## src/source/soc_ctrl_timer_pkg.sv

```systemverilog
package soc_ctrl_timer_pkg;

  // Watchdog commands from the register block, strobes last one cycle
  typedef struct packed {
    logic        count_load;  // Load a new reload value
    logic        start;       // Enable and copy the load value
    logic        kick;        // Reload, key already checked
    logic [30:0] count;       // Value for count_load
  } wd_cmd_t;

  // Watchdog state for readback
  typedef struct packed {
    logic        enabled;
    logic [30:0] count;       // Current count
  } wd_stat_t;

  // Ready-timeout setup shared by all channels
  typedef struct packed {
    logic [19:0] reload;      // Countdown start value
    logic        clear;       // Clears the sticky flags
  } rto_cfg_t;

  // Idle command for the register block
  localparam wd_cmd_t WD_CMD_IDLE = '{
    count_load: 1'b0,
    start:      1'b0,
    kick:       1'b0,
    count:      31'd0
  };

endpackage

```

## src/source/soc_ctrl_regmap_pkg.sv

```systemverilog
package soc_ctrl_regmap_pkg;

  // APB register offsets
  localparam logic [11:0] REG_INFO           = 12'h000;  // Cores and clusters
  localparam logic [11:0] REG_FCBOOT         = 12'h004;  // FC boot address
  localparam logic [11:0] REG_FCFETCH        = 12'h008;  // FC fetch enable
  localparam logic [11:0] REG_WCFGFUN        = 12'h060;  // Indirect pad write
  localparam logic [11:0] REG_RCFGFUN        = 12'h064;  // Indirect pad select and read
  localparam logic [11:0] REG_JTAGREG        = 12'h074;
  localparam logic [11:0] REG_BOOTSEL        = 12'h0C4;
  localparam logic [11:0] REG_WD_COUNT       = 12'h0D0;
  localparam logic [11:0] REG_WD_CONTROL     = 12'h0D4;
  localparam logic [11:0] REG_RTO_PERIPHERAL = 12'h0E0;  // Sticky timeout flags
  localparam logic [11:0] REG_RTO_COUNT      = 12'h0E4;  // Timeout reload
  localparam logic [11:0] REG_SOFT_RESET     = 12'h0FC;

  // One word per pad from here on, 0x400 + 4 * index
  localparam logic [11:0] PAD_WINDOW_BASE = 12'h400;

  localparam int unsigned NBIT_PADCFG = 6;
  localparam int unsigned NBIT_PADMUX = 2;

  localparam logic [15:0] WD_KICK_KEY      = 16'h6699;
  localparam logic [31:0] BOOTADDR_RESET   = 32'h1A00_0080;
  localparam logic [19:0] RTO_RELOAD_RESET = 20'h000FF;

  localparam logic [31:0] BAD_ADDR_DATA = 32'hDEAD_BEEF;  // Unmapped address
  localparam logic [31:0] BAD_PAD_DATA  = 32'h0095_BEEF;  // Pad index beyond N_IO

  // Indirect format used by REG_WCFGFUN and REG_RCFGFUN
  typedef struct packed {
    logic [7-NBIT_PADCFG:0]  rsvd_hi;
    logic [NBIT_PADCFG-1:0]  cfg;      // Bits 29:24
    logic [7-NBIT_PADMUX:0]  rsvd_mid;
    logic [NBIT_PADMUX-1:0]  mux;      // Bits 17:16
    logic [7:0]              rsvd_lo;
    logic [7:0]              pad;      // Pad index
  } pad_wcfg_t;

  // Direct format of the pad window, one pad per word
  typedef struct packed {
    logic [17:0]             rsvd_hi;
    logic [NBIT_PADCFG-1:0]  cfg;      // Bits 13:8
    logic [7-NBIT_PADMUX:0]  rsvd_lo;
    logic [NBIT_PADMUX-1:0]  mux;      // Bits 1:0
  } pad_direct_t;

  // Same write word, decoded by address
  typedef union packed {
    pad_wcfg_t   wcfg;
    pad_direct_t direct;
  } pad_word_u;

endpackage
```

## src/source/soc_ctrl_top.sv

```systemverilog
`timescale 1ns/1ps

module soc_ctrl_top
  import soc_ctrl_regmap_pkg::*;
  import soc_ctrl_timer_pkg::*;
#(
  parameter int unsigned N_IO          = 64,
  parameter int unsigned NB_CORES      = 4,
  parameter int unsigned NB_CLUSTERS   = 1,
  parameter int unsigned NB_MASTER     = 4,
  parameter int unsigned JTAG_REG_SIZE = 8
) (
  input  logic                             HCLK,
  input  logic                             HRESETn,
  input  logic [11:0]                      paddr_i,
  input  logic [31:0]                      pwdata_i,
  input  logic                             pwrite_i,
  input  logic                             psel_i,
  input  logic                             penable_i,
  output logic [31:0]                      prdata_o,
  output logic                             pready_o,
  output logic                             pslverr_o,
  output logic [N_IO-1:0][NBIT_PADCFG-1:0] pad_cfg_o,
  output logic [N_IO-1:0][NBIT_PADMUX-1:0] pad_mux_o,
  output logic [31:0]                      fc_bootaddr_o,
  output logic                             fc_fetchen_o,
  input  logic [JTAG_REG_SIZE-1:0]         soc_jtag_reg_i,
  output logic [JTAG_REG_SIZE-1:0]         soc_jtag_reg_o,
  input  logic                             bootsel_i,
  input  logic                             dmactive_i,
  input  logic                             ref_clk_rising_i,
  input  logic                             stoptimer_i,
  output logic                             wd_expired_o,
  input  logic [NB_MASTER-1:0]             start_rto_i,
  output logic                             rto_o,
  output logic                             soft_reset_o
);

  wd_cmd_t              wd_cmd;
  wd_stat_t             wd_stat;
  rto_cfg_t             rto_cfg;
  logic [NB_MASTER-1:0] rto_expired;
  logic [NB_MASTER-1:0] rto_sticky;

  apb_soc_ctrl #(
    .N_IO          (N_IO),
    .NB_CORES      (NB_CORES),
    .NB_CLUSTERS   (NB_CLUSTERS),
    .NB_MASTER     (NB_MASTER),
    .JTAG_REG_SIZE (JTAG_REG_SIZE)
  ) u_apb_soc_ctrl (
    .HCLK, .HRESETn,
    .paddr_i, .pwdata_i, .pwrite_i, .psel_i, .penable_i,
    .prdata_o, .pready_o, .pslverr_o,
    .pad_cfg_o, .pad_mux_o,
    .fc_bootaddr_o, .fc_fetchen_o,
    .soc_jtag_reg_i, .soc_jtag_reg_o,
    .bootsel_i, .dmactive_i, .soft_reset_o,
    .wd_cmd_o     (wd_cmd),
    .wd_stat_i    (wd_stat),
    .rto_cfg_o    (rto_cfg),
    .rto_sticky_i (rto_sticky)
  );

  soc_watchdog u_soc_watchdog (
    .HCLK, .HRESETn,
    .wd_cmd_i  (wd_cmd),
    .ref_clk_rising_i, .stoptimer_i,
    .wd_stat_o (wd_stat),
    .wd_expired_o
  );

  // One timeout channel per bus master
  for (genvar i = 0; i < NB_MASTER; i++) begin : g_rto
    rto_channel u_rto_channel (
      .HCLK, .HRESETn,
      .reload_i  (rto_cfg.reload),
      .start_i   (start_rto_i[i]),
      .expired_o (rto_expired[i])
    );
  end

  rto_status #(
    .NB_MASTER (NB_MASTER)
  ) u_rto_status (
    .HCLK, .HRESETn,
    .expired_i (rto_expired),
    .clear_i   (rto_cfg.clear),
    .sticky_o  (rto_sticky),
    .rto_o
  );

endmodule

```

## src/source/apb_soc_ctrl.sv

```systemverilog
`timescale 1ns/1ps

module apb_soc_ctrl
  import soc_ctrl_regmap_pkg::*;
  import soc_ctrl_timer_pkg::*;
#(
  parameter int unsigned N_IO          = 64,
  parameter int unsigned NB_CORES      = 4,
  parameter int unsigned NB_CLUSTERS   = 1,
  parameter int unsigned NB_MASTER     = 4,
  parameter int unsigned JTAG_REG_SIZE = 8
) (
  input  logic                                 HCLK,
  input  logic                                 HRESETn,
  input  logic [11:0]                          paddr_i,
  input  logic [31:0]                          pwdata_i,
  input  logic                                 pwrite_i,
  input  logic                                 psel_i,
  input  logic                                 penable_i,
  output logic [31:0]                          prdata_o,
  output logic                                 pready_o,
  output logic                                 pslverr_o,
  output logic [N_IO-1:0][NBIT_PADCFG-1:0]     pad_cfg_o,
  output logic [N_IO-1:0][NBIT_PADMUX-1:0]     pad_mux_o,
  output logic [31:0]                          fc_bootaddr_o,
  output logic                                 fc_fetchen_o,
  input  logic [JTAG_REG_SIZE-1:0]             soc_jtag_reg_i,
  output logic [JTAG_REG_SIZE-1:0]             soc_jtag_reg_o,
  input  logic                                 bootsel_i,
  input  logic                                 dmactive_i,
  output logic                                 soft_reset_o,
  output wd_cmd_t                              wd_cmd_o,
  input  wd_stat_t                             wd_stat_i,
  output rto_cfg_t                             rto_cfg_o,
  input  logic [NB_MASTER-1:0]                 rto_sticky_i
);

  localparam int unsigned IDX_WIDTH = (N_IO > 1) ? $clog2(N_IO) : 1;

  typedef enum logic [1:0] {FSM_IDLE, FSM_READ, FSM_WRITE, FSM_WAIT} apb_state_e;

  apb_state_e             state;
  pad_word_u              wr_word;
  pad_wcfg_t              rd_wcfg;
  pad_direct_t            rd_direct;
  logic                   is_window;
  logic [7:0]             win_idx;
  logic                   win_in_range;
  logic                   wcfg_in_range;
  logic [31:0]            rd_data;
  logic                   rd_err;
  logic                   wr_err;
  logic [IDX_WIDTH-1:0]   r_io_pad;       // Last selected pad
  logic [JTAG_REG_SIZE-1:0] r_jtag_sync1;
  logic [JTAG_REG_SIZE-1:0] r_jtag_sync2;
  logic [1:0]             r_bootsel;
  logic                   r_boot_captured;

  assign wr_word       = pwdata_i;
  assign is_window     = ({paddr_i[11:10], 10'h000} == PAD_WINDOW_BASE);
  assign win_idx       = paddr_i[9:2];
  assign win_in_range  = (win_idx < N_IO);
  assign wcfg_in_range = (wr_word.wcfg.pad < N_IO);

  // Readback views of the pad registers
  always_comb begin
    rd_wcfg       = '0;
    rd_wcfg.pad   = 8'(r_io_pad);
    rd_wcfg.mux   = pad_mux_o[r_io_pad];
    rd_wcfg.cfg   = pad_cfg_o[r_io_pad];
    rd_direct     = '0;
    if (win_in_range) begin
      rd_direct.mux = pad_mux_o[win_idx[IDX_WIDTH-1:0]];
      rd_direct.cfg = pad_cfg_o[win_idx[IDX_WIDTH-1:0]];
    end
  end

  // Read data and error decode
  always_comb begin
    rd_data = '0;
    rd_err  = 1'b0;
    wr_err  = 1'b0;
    if (is_window) begin
      rd_data = win_in_range ? 32'(rd_direct) : BAD_PAD_DATA;
    end else begin
      case (paddr_i)
        REG_INFO: begin
          rd_data = {16'(NB_CORES), 16'(NB_CLUSTERS)};
          wr_err  = 1'b1;                           // Read only
        end
        REG_FCBOOT:         rd_data = fc_bootaddr_o;
        REG_FCFETCH:        rd_data = {31'h0, fc_fetchen_o};
        REG_WCFGFUN,
        REG_RCFGFUN:        rd_data = 32'(rd_wcfg);
        REG_JTAGREG: begin
          rd_data[JTAG_REG_SIZE-1:0]   = soc_jtag_reg_o;
          rd_data[8 +: JTAG_REG_SIZE]  = r_jtag_sync2;
        end
        REG_BOOTSEL: begin
          rd_data = {dmactive_i, bootsel_i, 28'h0, r_bootsel};
          wr_err  = 1'b1;                           // Read only
        end
        REG_WD_COUNT:       rd_data = {1'b0, wd_stat_i.count};
        REG_WD_CONTROL:     rd_data = {wd_stat_i.enabled, wd_stat_i.count};
        REG_RTO_PERIPHERAL: rd_data = 32'(rto_sticky_i);
        REG_RTO_COUNT:      rd_data = {12'h0, rto_cfg_o.reload};
        REG_SOFT_RESET:     rd_data = '0;
        default: begin
          rd_data = BAD_ADDR_DATA;
          rd_err  = 1'b1;
          wr_err  = 1'b1;
        end
      endcase
    end
  end

  always_ff @(posedge HCLK or negedge HRESETn) begin
    if (!HRESETn) begin
      state          <= FSM_IDLE;
      pready_o       <= 1'b0;
      pslverr_o      <= 1'b0;
      prdata_o       <= '0;
      fc_bootaddr_o  <= BOOTADDR_RESET;
      fc_fetchen_o   <= 1'b1;                       // FC runs out of reset
      soc_jtag_reg_o <= '0;
      r_io_pad       <= '0;
      pad_cfg_o      <= '1;
      pad_mux_o      <= '0;
      wd_cmd_o       <= WD_CMD_IDLE;
      rto_cfg_o      <= '{reload: RTO_RELOAD_RESET, clear: 1'b0};
      soft_reset_o   <= 1'b0;
    end else begin
      wd_cmd_o.count_load <= 1'b0;                  // Strobes drop after one cycle
      wd_cmd_o.start      <= 1'b0;
      wd_cmd_o.kick       <= 1'b0;
      rto_cfg_o.clear     <= 1'b0;
      soft_reset_o        <= 1'b0;
      case (state)
        FSM_IDLE: begin
          if (psel_i && penable_i) begin
            state <= pwrite_i ? FSM_WRITE : FSM_READ;
          end
        end
        FSM_WRITE: begin
          pready_o  <= 1'b1;
          pslverr_o <= wr_err;
          state     <= FSM_WAIT;
          if (is_window) begin
            if (win_in_range) begin
              r_io_pad                            <= win_idx[IDX_WIDTH-1:0];
              pad_cfg_o[win_idx[IDX_WIDTH-1:0]]   <= wr_word.direct.cfg;
              pad_mux_o[win_idx[IDX_WIDTH-1:0]]   <= wr_word.direct.mux;
            end
          end else begin
            case (paddr_i)
              REG_FCBOOT:  fc_bootaddr_o  <= pwdata_i;
              REG_FCFETCH: fc_fetchen_o   <= pwdata_i[0];
              REG_WCFGFUN: begin
                if (wcfg_in_range) begin
                  r_io_pad                                    <= wr_word.wcfg.pad[IDX_WIDTH-1:0];
                  pad_cfg_o[wr_word.wcfg.pad[IDX_WIDTH-1:0]]  <= wr_word.wcfg.cfg;
                  pad_mux_o[wr_word.wcfg.pad[IDX_WIDTH-1:0]]  <= wr_word.wcfg.mux;
                end
              end
              REG_RCFGFUN: begin
                if (wcfg_in_range) r_io_pad <= wr_word.wcfg.pad[IDX_WIDTH-1:0];
              end
              REG_JTAGREG: soc_jtag_reg_o <= pwdata_i[JTAG_REG_SIZE-1:0];
              REG_WD_COUNT: begin
                wd_cmd_o.count_load <= 1'b1;
                wd_cmd_o.count      <= pwdata_i[30:0];
              end
              REG_WD_CONTROL: begin
                wd_cmd_o.start <= pwdata_i[31];
                wd_cmd_o.kick  <= (pwdata_i[15:0] == WD_KICK_KEY);
              end
              REG_RTO_PERIPHERAL: rto_cfg_o.clear  <= 1'b1;
              REG_RTO_COUNT:      rto_cfg_o.reload <= {pwdata_i[19:4], 4'hF};
              REG_SOFT_RESET: begin
                soft_reset_o     <= 1'b1;
                r_io_pad         <= '0;
                pad_cfg_o        <= '1;
                pad_mux_o        <= '0;
                rto_cfg_o.reload <= RTO_RELOAD_RESET;
                rto_cfg_o.clear  <= 1'b1;
              end
              default: ;
            endcase
          end
        end
        FSM_READ: begin
          pready_o  <= 1'b1;
          pslverr_o <= rd_err;
          prdata_o  <= rd_data;
          state     <= FSM_WAIT;
          if (is_window && win_in_range) r_io_pad <= win_idx[IDX_WIDTH-1:0];
        end
        FSM_WAIT: begin
          pready_o  <= 1'b0;                        // One idle cycle before next sample
          pslverr_o <= 1'b0;
          state     <= FSM_IDLE;
        end
        default: state <= FSM_IDLE;
      endcase
    end
  end

  // JTAG input synchronizer and boot pin capture on reset release
  always_ff @(posedge HCLK or negedge HRESETn) begin
    if (!HRESETn) begin
      r_jtag_sync1    <= '0;
      r_jtag_sync2    <= '0;
      r_bootsel       <= '0;
      r_boot_captured <= 1'b0;
    end else begin
      r_jtag_sync1 <= soc_jtag_reg_i;
      r_jtag_sync2 <= r_jtag_sync1;
      if (!r_boot_captured) begin
        r_bootsel       <= {dmactive_i, bootsel_i};
        r_boot_captured <= 1'b1;
      end
    end
  end

endmodule

```

## src/source/soc_watchdog.sv

```systemverilog
`timescale 1ns/1ps

module soc_watchdog
  import soc_ctrl_timer_pkg::*;
(
  input  logic     HCLK,
  input  logic     HRESETn,
  input  wd_cmd_t  wd_cmd_i,
  input  logic     ref_clk_rising_i,
  input  logic     stoptimer_i,
  output wd_stat_t wd_stat_o,
  output logic     wd_expired_o
);

  localparam logic [30:0] WD_LOAD_RESET = 31'd32768;

  logic [30:0] r_load;     // Reload value
  logic [30:0] r_count;    // Current count
  logic        r_enabled;
  logic        count_tick;

  // Count only on reference ticks while running and not halted
  assign count_tick = r_enabled && !stoptimer_i && ref_clk_rising_i && (r_count != '0);

  always_ff @(posedge HCLK or negedge HRESETn) begin
    if (!HRESETn) begin
      r_load       <= WD_LOAD_RESET;
      r_count      <= WD_LOAD_RESET;
      r_enabled    <= 1'b0;                         // Disabled on power up
      wd_expired_o <= 1'b0;
    end else begin
      wd_expired_o <= (r_count == '0);

      // Load value is frozen once the watchdog runs
      if (wd_cmd_i.count_load && !r_enabled) begin
        r_load <= wd_cmd_i.count;
      end

      if (wd_cmd_i.start) begin
        r_enabled <= 1'b1;
        r_count   <= r_load;
      end else if (wd_cmd_i.kick && r_enabled) begin
        r_count <= r_load;
      end else if (count_tick) begin
        r_count <= r_count - 31'd1;                 // Holds at zero until kicked
      end
    end
  end

  assign wd_stat_o.enabled = r_enabled;
  assign wd_stat_o.count   = r_count;

endmodule

```

## src/source/rto_status.sv

```systemverilog
`timescale 1ns/1ps

module rto_status #(
  parameter int unsigned NB_MASTER = 4
) (
  input  logic                 HCLK,
  input  logic                 HRESETn,
  input  logic [NB_MASTER-1:0] expired_i,
  input  logic                 clear_i,
  output logic [NB_MASTER-1:0] sticky_o,
  output logic                 rto_o
);

  logic [NB_MASTER-1:0] sticky_base;
  logic                 any_expired;

  // Clear first so a live expiry still sets its flag
  assign sticky_base = clear_i ? '0 : sticky_o;
  assign any_expired = |expired_i;

  always_ff @(posedge HCLK or negedge HRESETn) begin
    if (!HRESETn) begin
      sticky_o <= '0;
      rto_o    <= 1'b0;
    end else begin
      sticky_o <= sticky_base | expired_i;   // One flag per master
      rto_o    <= any_expired;
    end
  end

endmodule

```

## src/source/rto_channel.sv

```systemverilog
`timescale 1ns/1ps

module rto_channel (
  input  logic        HCLK,
  input  logic        HRESETn,
  input  logic [19:0] reload_i,
  input  logic        start_i,
  output logic        expired_o
);

  logic [19:0] r_count;
  logic        count_zero;

  assign count_zero = (r_count == '0);

  // Reload while idle, count down while the master waits for ready
  always_ff @(posedge HCLK or negedge HRESETn) begin
    if (!HRESETn) begin
      r_count <= '1;
    end else begin
      if (!start_i) begin
        r_count <= reload_i;
      end else if (!count_zero) begin
        r_count <= r_count - 20'd1;
      end
    end
  end

  // Timeout only counts while the access is still pending
  assign expired_o = count_zero && start_i;

endmodule

```

## config.mk

```make
export PLATFORM = sky130hd
export DESIGN_NAME = soc_ctrl_top
export DESIGN_NICKNAME = d
export VERILOG_FILES = /design/src/source/soc_ctrl_timer_pkg.sv /design/src/source/soc_ctrl_regmap_pkg.sv /design/src/source/soc_ctrl_top.sv /design/src/source/apb_soc_ctrl.sv /design/src/source/soc_watchdog.sv /design/src/source/rto_status.sv /design/src/source/rto_channel.sv
export SDC_FILE = /design/constraint.sdc
export NUM_CORES = 2
export LEC_CHECK = 0
export BUFFER_PORTS_ARGS = -buffer_cell sky130_fd_sc_hd__clkbuf_2
export CAP_MARGIN = 10
export CORE_ASPECT_RATIO = 1.2
export CORE_MARGIN = 2
export CORE_UTILIZATION = 54
export DETAILED_ROUTE_END_ITERATION = 6
export GPL_ROUTABILITY_DRIVEN = 1
export PLACE_DENSITY = 0.81
export RECOVER_POWER = 50
export SYNTH_ARGS = -nofsm -noshare
export SYNTH_HDL_FRONTEND = slang
export SYNTH_SLANG_ARGS = --single-unit
```

## constraint.sdc

```tcl
create_clock -name HCLK -period 2.13 [get_ports HCLK]
set_input_delay 0.3195 -clock HCLK [delete_from_list [all_inputs] [get_ports HCLK]]
set_output_delay 0.3195 -clock HCLK [all_outputs]
set_load 0.01 [all_outputs]
```

Yosys cells after proc, flatten, opt, wreduce, memory -nomap -nowiden. Cells that the tools add are included.

Output and inout port bits: 590. Register bits: 819. Latch bits: 0. Logic and storage cells: 313. Memories: 0. RAM bits: 0. Memory bits (read-only): 0. Input port bits: 65.

$add $sub $neg: 5. Shift-type cells: 0. Reduce and logical (&&, ||, !) cells: 44. Magnitude comparators: 7. Divide/modulo/power cells: 0. Bitwise operators: 2. Multipliers: 0. Muxes and demuxes: 71. Eq/ne operators: 27.

Operators with widths (number): $mux W384 (3); $bwmux W384 (2); $pmux W384 S2 (1); $mux W128 (3); $bwmux W128 (2); $pmux W128 S2 (1); $mux W20 (8); $pmux W16 S10 (1); $pmux W16 S8 (1); $mux W31 (4); $logic_not A20 Y1 (4); $sub A20 B1 Y20 const B (4); $bmux W6 S6 (2); $demux W6 S6 (2); $eq A12 B8 Y1 const B (6); $mux W34 (2); $mux W6 (8); $pmux W20 S2 (1); $eq A12 B7 Y1 const B (3); $mux W32 (1); $logic_not A31 Y1 (1); $reduce_bool A31 Y1 (1); $sub A31 B1 Y31 const B (1); $bmux W2 S6 (2); 37 further kinds (92).

Depth between registers and ports, before layout.
Depth in word-level cells: 8. Gate-level depth with buffers: 10. Mapped depth without buffers: 8.

Hierarchy. A second synthesis with hierarchy kept.

Cells, all modules: 4479. Area, all modules: 51589.5 um2.

Modules (own cells, without submodules): apb_soc_ctrl (seq. area each 17157.7 um2, area an instance 43127.6 um2, cells each 3622, instances 1); rto_channel (seq. area each 525.5 um2, area an instance 1283.7 um2, cells each 137, instances 4); soc_watchdog (seq. area each 1604.0 um2, area an instance 3159.3 um2, cells each 298, instances 1); rto_status (seq. area each 125.1 um2, area an instance 167.7 um2, cells each 11, instances 1).

Worst setup path after synthesis. OpenSTA, ideal clock, no wires.

Path type: reg2reg. From: register g_rto[0].u_rto_channel.r_count[0]. To: register g_rto[0].u_rto_channel.r_count[10]. Setup time: 0.073 ns. Buffers on the path: 1. Stages on the path, launching flop included: 10. Data arrival time: 2.256 ns. Slack: -0.199 ns. Cells stage by stage: dfstp_2 -> inv_1 -> ha_1 -> or4b_2 -> nor4_2 -> and3_1 -> buf_2 -> nor4_1 -> xnor2_1 -> a21oi_1.

Cells in the longest elaborated chain, start to end: 3. Elaborated cells between the ends (all ways): 5. Those cells by class: 1 x add/sub; 1 x eq/ne; 2 x mux; 1 x reduce/logical.

RTL lines: start, declared (RTL line rto_channel.sv:11) `logic [19:0] r_count;`; start signal, assigned (RTL line rto_channel.sv:22) `r_count <= reload_i;`; start signal, assigned (RTL line rto_channel.sv:24) `r_count <= r_count - 20'd1;`; $sub A20 B1 Y20 (RTL line rto_channel.sv:24); $mux W20 (RTL line rto_channel.sv:23) `end else if (!count_zero) begin`; $mux W20 (RTL line rto_channel.sv:21) `if (!start_i) begin`.

Parallel ways exist; a longest one is shown, timed or not. The select of a mux whose other input is x is not followed. A chain may end at the register's enable or synchronous reset.

Final worst setup path.
From: register u_apb_soc_ctrl.r_io_pad[0]. To: register u_apb_soc_ctrl.prdata_o[29].

Cells in the longest elaborated chain, start to end: 4.

RTL lines: start, declared (RTL line apb_soc_ctrl.sv:53) `logic [IDX_WIDTH-1:0] r_io_pad;`; start signal, assigned (RTL line apb_soc_ctrl.sv:150) `r_io_pad <= win_idx[IDX_WIDTH-1:0];`; start signal, assigned (RTL line apb_soc_ctrl.sv:160) `r_io_pad <= wr_word.wcfg.pad[IDX_WIDTH-1:0];`; start signal, assigned (RTL line apb_soc_ctrl.sv:166) `if (wcfg_in_range) r_io_pad <= wr_word.wcfg.pad[IDX_WIDTH-1:0];`; $bmux W6 S6 (RTL line apb_soc_ctrl.sv:70) `rd_wcfg.cfg = pad_cfg_o[r_io_pad];`; $mux W6 (not written as such) (RTL line apb_soc_ctrl.sv:70); $pmux W16 S8 (RTL line apb_soc_ctrl.sv:86) `case (paddr_i)`; $mux W32 (RTL line apb_soc_ctrl.sv:83) `if (is_window) begin`; end signal, assigned (RTL line apb_soc_ctrl.sv:194) `prdata_o <= rd_data;`; end, declared (RTL line apb_soc_ctrl.sv:20) `output logic [31:0] prdata_o,`.

Every way passes these cells. The select of a mux whose other input is x is not followed.

==> flow_metrics.tcl <==
set metrics [dict create \
    worst_ep_arrival_time_ps 3350 \
    num_io_pins 655 \
    fp-row-count 123 \
    synth_warnings 0 \
    synth_mux_area_share_pct 26.8 \
    setup_viol_count_final 645 \
    track_usage_pct 53.3 \
    clock_latency_ps 710 \
    initial_core_util_pct 54.4 \
    io_buffers 654 \
    synth_edf_count 0 \
    drc 9 \
    cts_buffers 90 \
    grt-ovfl-total 0 \
    yosysSeqAreaShare_pct 41.2 \
    period_share_pct 128 \
    whs_endpoint "u_apb_soc_ctrl.fc_bootaddr_o[17]" \
    rrSetupSlack_ps -600 \
    drv_slew 0 \
    vias 52700 \
    holdWs_ps 21.1 \
    postSynthAreaPerCell_um2 11.9 \
    violations "design-rule violations, negative setup slack" \
    first_pass_iters 7 \
    synth-compound-area-share_pct 17.8 \
    clk_pin_slew_ps 70 \
    hold_class "in -> reg" \
    start_kind "flop" \
    whs_path_depth 2 \
    crit_required_ps 2750 \
    min_from "pwdata_i[17]" \
    crit_fanout 5 \
    grt_max_degree 100 \
    die_w_um 284 \
    drive_gt1_share_pct 57.9 \
    synth_top_family_by_area "multiplexers" \
    synth_cell_type_count 95 \
    die_y_um 340 \
    synth_xor_area_share_pct 1.43 \
    finClkSkew_ps 27.4 \
    peakVddDrop_mv 0.639 \
    cts_root_buffer "clkbuf_16" \
    place_hpwl_mm 191 \
    drt_iter0_drc 8139 \
    fillers 6347 \
    postRouteAntennaNets 0 \
    vias_per_cell 7.41 \
    grt_pass1_vias 51300 \
    fmax_mhz 367 \
    timing.rr.start "u_apb_soc_ctrl.r_io_pad[0]" \
    routed_wl_mm 267 \
    core_area_um2 93600 \
    status "finished with violations" \
    max_cap_violations 0 \
    relSlewSlack_pct 10.7 \
    place.gp.congestion 1.09 \
    yosys.area_share.adder_pct 0.270 \
    cts_tree "built" \
    wl_per_cell_um 37.5 \
    synth_ff_type "dfstp_2" \
    worst-r2r-cell-count 9 \
    grt_pass1_wl_mm 372 \
    clock_sinks 815 \
    h-tree-depth 3 \
    dieArea_um2 96800 \
    syn_area_um2 50900 \
    synth_seq_cells 815 \
    regArea_um2 21000 \
    fin_crit_ps 2730 \
    antenna_found_initial 30 \
    power_density_nw_per_um2 693 \
    timing.final.ws_setup_ps -598 \
    cp-end-kind "flop" \
    path_class "reg -> reg" \
    area_growth_syn_to_layout_pct 36.9 \
    final_area_um2 69700 \
    syn_nets 4361 \
    placed_cell_area_um2 64000 \
    fin_util_pct 74.5 \
    clockBufferDepth 3 \
    multi_input_area_um2 29800 \
    tightest_slew_ps 1340 \
    r2r_end "u_apb_soc_ctrl.prdata_o[29]" \
    hold_viol 0 \
    rsz0062_at_grt "true" \
    p_leak_nw 30.1 \
    syn_inst 4285 \
    async_flop_share_pct 100 \
    yosys.area_share.simple_pct 8.59 \
    final_nets 5862 \
]
## state kept, by name (all words and copies together) (netlist names), 17 cells and up
register                      cells
u_apb_soc_ctrl.wd_cmd_o          34
u_apb_soc_ctrl.pad_mux_o        128
u_soc_watchdog.r_load            31
u_apb_soc_ctrl.pad_cfg_o        384
g_rto.u_rto_channel.r_count      80
u_apb_soc_ctrl.fc_bootaddr_o     32
u_apb_soc_ctrl.rto_cfg_o         17
u_apb_soc_ctrl.prdata_o          32
u_soc_watchdog.r_count           31
## worst max-delay path: stages, from the launching register on
cell       delay (ps)
dfrtp_4           500
buf_12            170
buf_12            150
mux4_2            380
nor2b_2           230
a211oi_2           80
a2111oi_4         590
buf_6             250
a21oi_1            70
a32oi_1           210
## per-layer routing
metal | GRT usage [%] | routed length [um]
met1 | 60.8 | 83500
met2 | 76.7 | 111000
met3 | 22.9 | 41100
met4 | 45.9 | 30700
met5 | 0.784 | 423
## cell usage after synthesis, types with 7 or more instances
library cell    n  area (um^2)
ha_1           11          138
a211oi_4       13          260
inv_1          38          143
o21ai_0        76          380
clkbuf_1      241          905
xor2_1         34          298
dfstp_2       475        12500
buf_2          96          480
mux4_2        248         5590
and3_1         12         75.1
buf_1          17         63.8
or4_1           9         67.6
or2_2          10         62.6
a2111oi_0      13          114
buf_4          33          248
o22ai_1       157          982
or3_1          15         93.8
nand2b_1       18          113
a22o_1         10         87.6
a221o_1       378         3780
mux2_2        620         6980
nand3b_1       13         97.6
a221oi_1       20          175
nand4_1        14         87.6
a22oi_1        45          338
xnor2_1        49          429
nor3_1         59          295
a21oi_1       140          701
nor2b_1        23          144
mux2i_1       103         1030
nor4_1         29          181
nor2_1        347         1300
dfrtp_1       340         8510
and2_1         14         87.6
o31ai_1         7         52.6
a21o_1          7         52.6
a31oi_1        22          138
a211oi_1       12         90.1
o221ai_4       46         1210
nand3_1        56          280
nand2_1       274         1030
o2bb2ai_1      15          131
## report_power, final
part           internal (mW)  leakage [nW]  switching [mW]
sequential              16.3          9.31           0.810
combinational           5.80          19.2            7.77
clock                   10.4          1.59            7.30
total                   32.5          30.1            15.9
## metrics by stage
step / worst slack, ps / power (mW) / std cells / setup TNS, ps
6_report: -598 / 48.3 / 7122 / -74110
5_1_grt: -521 / 49.0 / 7114 / -78240
4_1_cts: -384 / 47.2 / 7065 / -3350
3_5_place_dp: -1060 / 28.2 / 6812 / -357850
3_3_place_gp: -1020 / 28.1 / 6812 / -334610
2_1_floorplan: -114 / 22.7 / 4285 / -24560
## final cells by class
type,instances,area share [%]
multi-input cells,3035,42.7
flip-flops and latches,815,30.1
well taps,1250,2.24
repair buffers,1806,20.0
clock buffers,125,3.73
clock inverters,42,0.928
inverters,38,0.214
diodes,11,0.0395
## cell usage in the layout (no fill, tap or decap), drive strengths merged, types with 12 or more instances in the layout
| master | n |
|---|---|
| buf | 1095 |
| a211oi | 25 |
| o2bb2ai | 15 |
| a2111oi | 15 |
| mux2 | 624 |
| a22oi | 45 |
| xnor2 | 49 |
| dfstp | 475 |
| nand3b | 13 |
| xor2 | 34 |
| and3 | 12 |
| dfrtp | 340 |
| mux2i | 103 |
| bufinv | 15 |
| nand3 | 56 |
| nand4 | 15 |
| clkbuf | 813 |
| or3 | 15 |
| a21oi | 141 |
| dlygate4sd3 | 22 |
| nor4 | 33 |
| a31oi | 22 |
| a221oi | 20 |
| clkinv | 17 |
| inv | 44 |
| and2 | 15 |
| nand2b | 18 |
| nand2 | 276 |
| o21ai | 81 |
| a221o | 378 |
| o22ai | 158 |
| nor2b | 23 |
| mux4 | 248 |
| o221ai | 51 |
| nor3 | 59 |
| nor2 | 352 |
## worst max-delay path by stage
| stage | startpoint | end | slack, ps |
|---|---|---|---|
| after floorplan | paddr_i[7] | u_apb_soc_ctrl.pad_cfg_o[165] | -110 |
| after global placement | paddr_i[2] | u_apb_soc_ctrl.prdata_o[11] | -1020 |
| after detailed placement | paddr_i[2] | u_apb_soc_ctrl.prdata_o[11] | -1060 |
| after CTS | u_apb_soc_ctrl.r_io_pad[0] | u_apb_soc_ctrl.prdata_o[25] | -380 |
| after global routing | u_apb_soc_ctrl.r_io_pad[0] | u_apb_soc_ctrl.prdata_o[29] | -520 |
| final | u_apb_soc_ctrl.r_io_pad[0] | u_apb_soc_ctrl.prdata_o[29] | -600 |
## logic make-up after synthesis
| group | count (synthesis) |
|---|---|
| multiplexers | 975 |
| AND/OR/NAND/NOR | 942 |
| flip-flops | 815 |
| adder cells (fa/ha/maj) | 11 |
| other | 1 |
| XOR/XNOR | 83 |
| AO/OA/AOI/OAI | 1023 |
| buffers and inverters | 435 |
## timing repair
action / 4_1_cts / 5_1_grt
buffers inserted: 61 / 53
cloned: 8 / 4
pin swaps: 81 / 92
endpoints found under the hold margin: 120 / 0
hold buffers: 22 / 0
setup endpoints to repair: 549 / 291
gates resized for setup: 151 / 160
No activity file was read; power rests on OpenSTA's default activity.
